===== config.mk =====
export PLATFORM = sky130hd
export DESIGN_NAME = fetch_top
export DESIGN_NICKNAME = d
export VERILOG_FILES = /design/src/fetch_pkg.sv /design/src/fetch_ctrl_fsm.sv /design/src/byte_counter.sv /design/src/pc_unit.sv /design/src/inst_assembler.sv /design/src/fetch_top.sv
export SDC_FILE = /design/constraint.sdc
export NUM_CORES = 1
export LEC_CHECK = 0
export BUFFER_PORTS_ARGS = -buffer_cell sky130_fd_sc_hd__buf_2
export CAP_MARGIN = 0
export CORE_UTILIZATION = 33
export CTS_CLUSTER_SIZE = 40
export DETAILED_ROUTE_END_ITERATION = 12
export GPL_TIMING_DRIVEN = 1
export PLACE_DENSITY = 0.58
export SYNTH_ARGS = -nofsm -noshare
export SYNTH_HDL_FRONTEND = slang
export SYNTH_SLANG_ARGS = --single-unit
export TNS_END_PERCENT = 10

===== constraint.sdc =====
create_clock -name clk -period 4.15 [get_ports clk]
set_input_delay 0.415 -clock clk [delete_from_list [all_inputs] [get_ports clk]]
set_output_delay 0.415 -clock clk [all_outputs]
set_load 0.005 [all_outputs]

===== src/fetch_pkg.sv =====
package fetch_pkg;

    // address and instruction width
    localparam int unsigned XLEN = 32;

    // one instruction is fetched as four byte reads
    localparam int unsigned BYTES_PER_INST = 4;

    localparam logic [XLEN-1:0] RESET_PC = '0;

    // byte lane within an instruction
    typedef logic [1:0] byte_idx_t;

    // branch redirect from the pipeline
    typedef struct packed {
        logic            valid;
        logic [XLEN-1:0] target;
    } redirect_t;

    // request to the byte memory
    typedef struct packed {
        logic            valid;
        logic [XLEN-1:0] addr;
    } mem_req_t;

    // delivered instruction, single-cycle strobe
    typedef struct packed {
        logic            valid;
        logic [XLEN-1:0] pc;
        logic [XLEN-1:0] inst;
    } fetch_out_t;

    typedef enum logic [1:0] {
        IDLE,
        REQUEST,
        DRAIN
    } fetch_state_e;

endpackage


===== src/fetch_ctrl_fsm.sv =====
`timescale 1ns/1ps

module fetch_ctrl_fsm (
    input  logic                   clk,
    input  logic                   reset_i,
    input  logic                   stall_i,
    input  logic                   redirect_valid_i,
    input  logic                   last_req_i,
    input  logic                   ret_valid_i,
    input  logic                   ret_last_i,
    output logic                   issue_en_o,
    output logic                   word_done_o,
    output fetch_pkg::fetch_state_e state_o
);

    fetch_pkg::fetch_state_e state_q;
    fetch_pkg::fetch_state_e state_d;

    always_comb begin
        state_d = state_q;
        case (state_q)
            fetch_pkg::IDLE: begin
                if (!stall_i) begin
                    state_d = fetch_pkg::REQUEST;
                end
            end
            fetch_pkg::REQUEST: begin
                // last byte accepted, wait for it to come back
                if (last_req_i) begin
                    state_d = fetch_pkg::DRAIN;
                end
            end
            fetch_pkg::DRAIN: begin
                if (ret_valid_i && ret_last_i) begin
                    state_d = fetch_pkg::IDLE;
                end
            end
            default: begin
                state_d = fetch_pkg::IDLE;
            end
        endcase

        // redirect wins from any state
        if (redirect_valid_i) begin
            state_d = fetch_pkg::IDLE;
        end
    end

    always_ff @(posedge clk) begin
        if (reset_i) begin
            state_q <= fetch_pkg::IDLE;
        end else begin
            state_q <= state_d;
        end
    end

    assign issue_en_o  = (state_q == fetch_pkg::REQUEST);
    // a word squashed by a redirect is never reported
    assign word_done_o = (state_q == fetch_pkg::DRAIN) && ret_valid_i && ret_last_i
                         && !redirect_valid_i;
    assign state_o     = state_q;

    // nothing accepted and nothing returning while idle
    a_no_issue_in_idle: assert property (
        @(posedge clk) disable iff (reset_i)
        (state_q == fetch_pkg::IDLE) |-> (!last_req_i && !ret_valid_i)
    );

    // the last byte only comes back while draining
    a_done_from_drain: assert property (
        @(posedge clk) disable iff (reset_i)
        (ret_valid_i && ret_last_i) |-> (state_q == fetch_pkg::DRAIN)
    );

endmodule


===== src/byte_counter.sv =====
`timescale 1ns/1ps

module byte_counter (
    input  logic                 clk,
    input  logic                 reset_i,
    input  logic                 clear_i,
    input  logic                 accept_i,
    output fetch_pkg::byte_idx_t req_idx_o,
    output logic                 last_req_o,
    output logic                 ret_valid_o,
    output fetch_pkg::byte_idx_t ret_idx_o
);

    fetch_pkg::byte_idx_t req_idx_q;
    fetch_pkg::byte_idx_t ret_idx_q;
    logic                 ret_valid_q;

    // request side, wraps to zero after the fourth byte
    always_ff @(posedge clk) begin
        if (reset_i || clear_i) begin
            req_idx_q <= '0;
        end else if (accept_i) begin
            req_idx_q <= req_idx_q + 2'd1;
        end
    end

    // return side, one cycle behind the accepted request
    always_ff @(posedge clk) begin
        if (reset_i || clear_i) begin
            ret_valid_q <= 1'b0;
        end else begin
            ret_valid_q <= accept_i;
        end
    end

    always_ff @(posedge clk) begin
        if (accept_i) begin
            ret_idx_q <= req_idx_q;
        end
    end

    assign last_req_o  = accept_i
                         && (req_idx_q == fetch_pkg::byte_idx_t'(fetch_pkg::BYTES_PER_INST - 1));
    assign req_idx_o   = req_idx_q;
    assign ret_valid_o = ret_valid_q;
    assign ret_idx_o   = ret_idx_q;

endmodule


===== src/pc_unit.sv =====
`timescale 1ns/1ps

module pc_unit (
    input  logic                          clk,
    input  logic                          reset_i,
    input  fetch_pkg::redirect_t          redirect_i,
    input  logic                          advance_i,
    output logic [fetch_pkg::XLEN-1:0]    pc_o
);

    logic [fetch_pkg::XLEN-1:0] pc_q;

    always_ff @(posedge clk) begin
        if (reset_i) begin
            pc_q <= fetch_pkg::RESET_PC;
        end else if (redirect_i.valid) begin
            // redirect takes priority over a finishing word
            pc_q <= redirect_i.target;
        end else if (advance_i) begin
            pc_q <= pc_q + fetch_pkg::BYTES_PER_INST;
        end
    end

    assign pc_o = pc_q;

    // misaligned targets are not supported by the byte sequencer
    a_target_aligned: assert property (
        @(posedge clk) disable iff (reset_i)
        redirect_i.valid |-> (redirect_i.target[1:0] == 2'b00)
    );

endmodule


===== src/inst_assembler.sv =====
`timescale 1ns/1ps

module inst_assembler (
    input  logic                       clk,
    input  logic                       reset_i,
    input  logic                       clear_i,
    input  logic                       ret_valid_i,
    input  fetch_pkg::byte_idx_t       ret_idx_i,
    input  logic [7:0]                 mem_byte_i,
    input  logic                       word_done_i,
    input  logic [fetch_pkg::XLEN-1:0] pc_i,
    output fetch_pkg::fetch_out_t      inst_o
);

    logic [fetch_pkg::XLEN-1:0] word_q;
    logic [fetch_pkg::XLEN-1:0] word_d;
    logic                       valid_q;
    logic [fetch_pkg::XLEN-1:0] out_pc_q;
    logic [fetch_pkg::XLEN-1:0] out_inst_q;

    // little-endian lane write, byte 0 lands in bits 7:0
    always_comb begin
        word_d = word_q;
        if (ret_valid_i) begin
            word_d[ret_idx_i*8 +: 8] = mem_byte_i;
        end
    end

    always_ff @(posedge clk) begin
        if (clear_i) begin
            word_q <= '0;
        end else begin
            word_q <= word_d;
        end
    end

    always_ff @(posedge clk) begin
        if (reset_i || clear_i) begin
            valid_q <= 1'b0;
        end else begin
            valid_q <= word_done_i;
        end
    end

    // last byte is merged on the fly, so the output carries word_d
    always_ff @(posedge clk) begin
        if (word_done_i) begin
            out_pc_q   <= pc_i;
            out_inst_q <= word_d;
        end
    end

    assign inst_o = '{valid: valid_q, pc: out_pc_q, inst: out_inst_q};

    // a byte in flight across a redirect must never be written
    a_no_stale_capture: assert property (
        @(posedge clk) disable iff (reset_i)
        clear_i |=> !ret_valid_i
    );

endmodule


===== src/fetch_top.sv =====
`timescale 1ns/1ps

module fetch_top (
    input  logic                  clk,
    input  logic                  reset_i,
    input  logic                  stall_i,
    input  fetch_pkg::redirect_t  redirect_i,
    input  logic                  mem_busy_i,
    input  logic [7:0]            mem_byte_i,
    output fetch_pkg::mem_req_t   mem_req_o,
    output fetch_pkg::fetch_out_t inst_o
);

    logic                       issue_en;
    logic                       word_done;
    logic                       accepted;
    logic                       last_req;
    logic                       ret_valid;
    logic                       ret_last;
    fetch_pkg::byte_idx_t       req_idx;
    fetch_pkg::byte_idx_t       ret_idx;
    fetch_pkg::fetch_state_e    state;
    logic [fetch_pkg::XLEN-1:0] pc;
    logic [fetch_pkg::XLEN-1:0] byte_addr;

    assign accepted  = issue_en && !mem_busy_i;
    assign ret_last  = (ret_idx == fetch_pkg::byte_idx_t'(fetch_pkg::BYTES_PER_INST - 1));
    // pc is word aligned, so the low bits just add the lane
    assign byte_addr = pc + {{(fetch_pkg::XLEN-2){1'b0}}, req_idx};
    assign mem_req_o = '{valid: issue_en, addr: byte_addr};

    fetch_ctrl_fsm i_fetch_ctrl_fsm (
        .clk              (clk),
        .reset_i          (reset_i),
        .stall_i          (stall_i),
        .redirect_valid_i (redirect_i.valid),
        .last_req_i       (last_req),
        .ret_valid_i      (ret_valid),
        .ret_last_i       (ret_last),
        .issue_en_o       (issue_en),
        .word_done_o      (word_done),
        .state_o          (state)
    );

    byte_counter i_byte_counter (
        .clk         (clk),
        .reset_i     (reset_i),
        .clear_i     (redirect_i.valid),
        .accept_i    (accepted),
        .req_idx_o   (req_idx),
        .last_req_o  (last_req),
        .ret_valid_o (ret_valid),
        .ret_idx_o   (ret_idx)
    );

    pc_unit i_pc_unit (
        .clk        (clk),
        .reset_i    (reset_i),
        .redirect_i (redirect_i),
        .advance_i  (word_done),
        .pc_o       (pc)
    );

    inst_assembler i_inst_assembler (
        .clk         (clk),
        .reset_i     (reset_i),
        .clear_i     (redirect_i.valid),
        .ret_valid_i (ret_valid),
        .ret_idx_i   (ret_idx),
        .mem_byte_i  (mem_byte_i),
        .word_done_i (word_done),
        .pc_i        (pc),
        .inst_o      (inst_o)
    );

    // refused byte is presented again at the same address
    a_retry_same_addr: assert property (
        @(posedge clk) disable iff (reset_i)
        (state == fetch_pkg::REQUEST && mem_busy_i && !redirect_i.valid)
            |=> mem_req_o.valid && $stable(mem_req_o.addr)
    );

endmodule


==> out/qor.yml <==
run_status:
  outcome: "completed"
finish:
  final_cell_mix: "buf_2 (142), dfxtp_1 (70), edfxtp_1 (66)"
  areaGrowthSynthToFinish_pct: 24.5
  fin_nets: 718
  final_common_cell: "buf_2"
  drive_gt1_share_pct: 28.6
  n_antenna_cell: 0
  fin_area_um2: 7490
place:
  dp_hpwl_um: 11200
  finalWeightedCongestion: 0.816
  place_ws_ps: 1310
  placed_area_um2: 6900
  port_buffers: 142
cts:
  clkTransAtPathRegs_ps: 60
  clk_latency_ps: 420
  cts_tree: "yes"
  cts_sinks: 136
  root_buffer: "clkbuf_16"
  post_cts_resized: 0
  postCtsHoldBufs: 0
  cts_buffer_depth: 2
  cts_setup_buffers: 0
  htree_levels: 4
  cts_made_buffers: 17
critical_path:
  r2r_cells: 6
  startpoint_type: "register"
  cp.arrival_ps: 2910
  end_kind: "primary output"
  worstPathRequired_ps: 3730
  cpMaxStageDelayCell: "and3_1"
  slowest_delay_ps: 490
  cp_cell_sequence: "ha_1, inv_1, fa_1, and4b_1, and3_1, nand4_1, xnor2_1, buf_2"
  crit_type: "reg2out"
  critPathMaxFanout: 10
sta:
  setup_viol: 0
  hold_viol: 0
  timing.fmax_ghz: 0.301
  clock_skew_ps: 9.72
  setup_slack_ps: 829
  rsz0062_at_grt: "false"
  worst_pin_slew_ps: 1180
  slew_headroom_pct: 20.4
  timing.final.crit_share_pct: 80.0
  slew_violations: 0
  finalWorstPathRequiredPeriod_ps: 3320
  finalSetupTns_ps: 0
pwr:
  power.density_nw_per_um2: 418
  total_power_w: 0.00313
  irDropWorstVdd_mv: 0.285
  p_leak_nw: 2.91
drt:
  first_pass_iters: 5
  routed-wl-met2_um: 7300
  vias_per_cell: 5.23
  wl_um: 16000
  vias: 4734
  route.detailed.drc: 0
  post_drt_wl_per_cell_um: 17.7
  wl_met3_um: 1140
  drtIter0Drc: 306
  met1Wirelength_um: 7280
  highest_layer: "met4"
  postRouteAntennaNets: 0
global_route:
  grt_overflow: 0
  grt_max_degree: 61
  antenna_found_initial: 0
  grt_pass1_wl_um: 24700
  grt_usage_pct: 17.5
  grt_pass1_vias: 4559
logic_synthesis:
  synth_top_area_share_pct: 32.9
  synthCells: 534
  synthTopCellsByArea: "edfxtp_1 (33%), dfxtp_1 (23%), xnor2_1 (4.8%)"
  synth_edf_count: 66
  synth_seq_area_share_pct: 56.2
  ys.flop_type: "dfxtp_1"
  synth_area_um2: 6020
  yosys_warnings: 0
  synth_cell_types: 54
  ys_ff_latch: 136
  syn_nets: 589
  synth.avg_cell_area_um2: 11.3
  synth_async_sr_flop_share_pct: 0
  synth_top_area_cell: "edfxtp_1"
die:
  die-area_um2: 18800
  fp.dieW_um: 137
  ioPinCount: 143
  start_util_pct: 33.6
  coreArea_um2: 17900
  num_rows: 49
  die_h_um: 137
flow_run:
  max_cap_viol_count: 0
worst_hold_path:
  whs_path_depth: 3
  hp-class: "in2reg"
[critical path, delay by kind of cell, from the launching register on]
kind | cells | cell delay [ps]
xor gates and xnor gates | 1 | 200
buffers and inverters | 2 | 220
adders and majority gates | 2 | 670
and+or+nand+nor | 3 | 1010
DFF | 1 | 400
[metal layers]
metal | GRT usage, % | up-vias
li1 | - | 2248
met4 | 5.68 | 0
met2 | 27.7 | 190
met5 | 0 | -
met1 | 22.9 | 2268
met3 | 4.89 | 28
[power by group]
part           leakage, nW  internal [W]  switching [W]
Sequential            1.18       0.00142      0.0000502
Clock                0.292      0.000870       0.000635
Combinational         1.44     0.0000685      0.0000798
Total                 2.91       0.00236       0.000765
[cells in the mapped netlist (all sizes together) (7+ instances only)]
cell type and number:
xor2 8, nor2 32, dfxtp 70, a22o 32, and2 34, a2111oi 7
ha 9, and4 11, buf 15, inv 22, a21oi 9, nor4 14
clkbuf 24, edfxtp 66, nand3 11, nor3 13, xnor2 33, nand2 23
a211oi 18, nand4 23
[final cells by class]
class,instances,area (µm²)
Clock buffer,18,439
Clock inverter,14,151
Fill cell,1732,10400
Inverter,23,86.3
Multi-Input combinational cell,336,2380
Sequential cell,136,3380
Tap cell,229,287
Timing Repair Buffer,149,763
[path summary, 6_finish.rpt]
path / slack [ps] / to / startpoint
max: 830 / mem_req_o[16] / i_byte_counter.req_idx_o[0]$_SDFFE_PP0P_
min: 240 / i_pc_unit.pc_o[1]$_SDFFE_PP0P_ / redirect_i[1]
max reg2reg: 1640 / i_inst_assembler.word_q[20]$_SDFF_PP0_ / i_byte_counter.ret_idx_o[0]$_DFFE_PP_
min reg2reg: 460 / i_inst_assembler.out_pc_q[0]$_DFFE_PP_ / i_pc_unit.pc_o[0]$_SDFFE_PP0P_
[sequential cells by signal (all words and copies together), names as in the netlist]
register / cells
i_inst_assembler.valid_q: 1
i_pc_unit.pc_o: 32
i_inst_assembler.out_inst_q: 32
i_fetch_ctrl_fsm.state_o: 2
i_byte_counter.ret_valid_o: 1
i_byte_counter.ret_idx_o: 2
i_byte_counter.req_idx_o: 2
i_inst_assembler.word_q: 32
i_inst_assembler.out_pc_q: 32
[metrics by stage]
stage / hold WS [ps] / util, % / std cells
2_1_floorplan: 403 / - / 534
3_3_place_gp: 449 / 38.5 / 873
3_5_place_dp: 446 / 38.5 / 873
4_1_cts: 230 / 41.8 / 905
5_1_grt: 254 / 41.8 / 905
6_report: 242 / 41.8 / 905
[logic make-up after synthesis]
| kind of cell | count (synthesis) | share of synthesized area, % |
|---|---|---|
| and+or+nand+nor | 196 | 19.4 |
| adders and majority gates | 10 | 2.20 |
| DFF | 136 | 56.2 |
| xor gates and xnor gates | 41 | 5.97 |
| buffers and inverters | 62 | 4.37 |
| muxes | 2 | 0.333 |
| AOI/OAI and AO/OA | 87 | 11.5 |
Note: power is estimated with default switching activity, not from simulation.
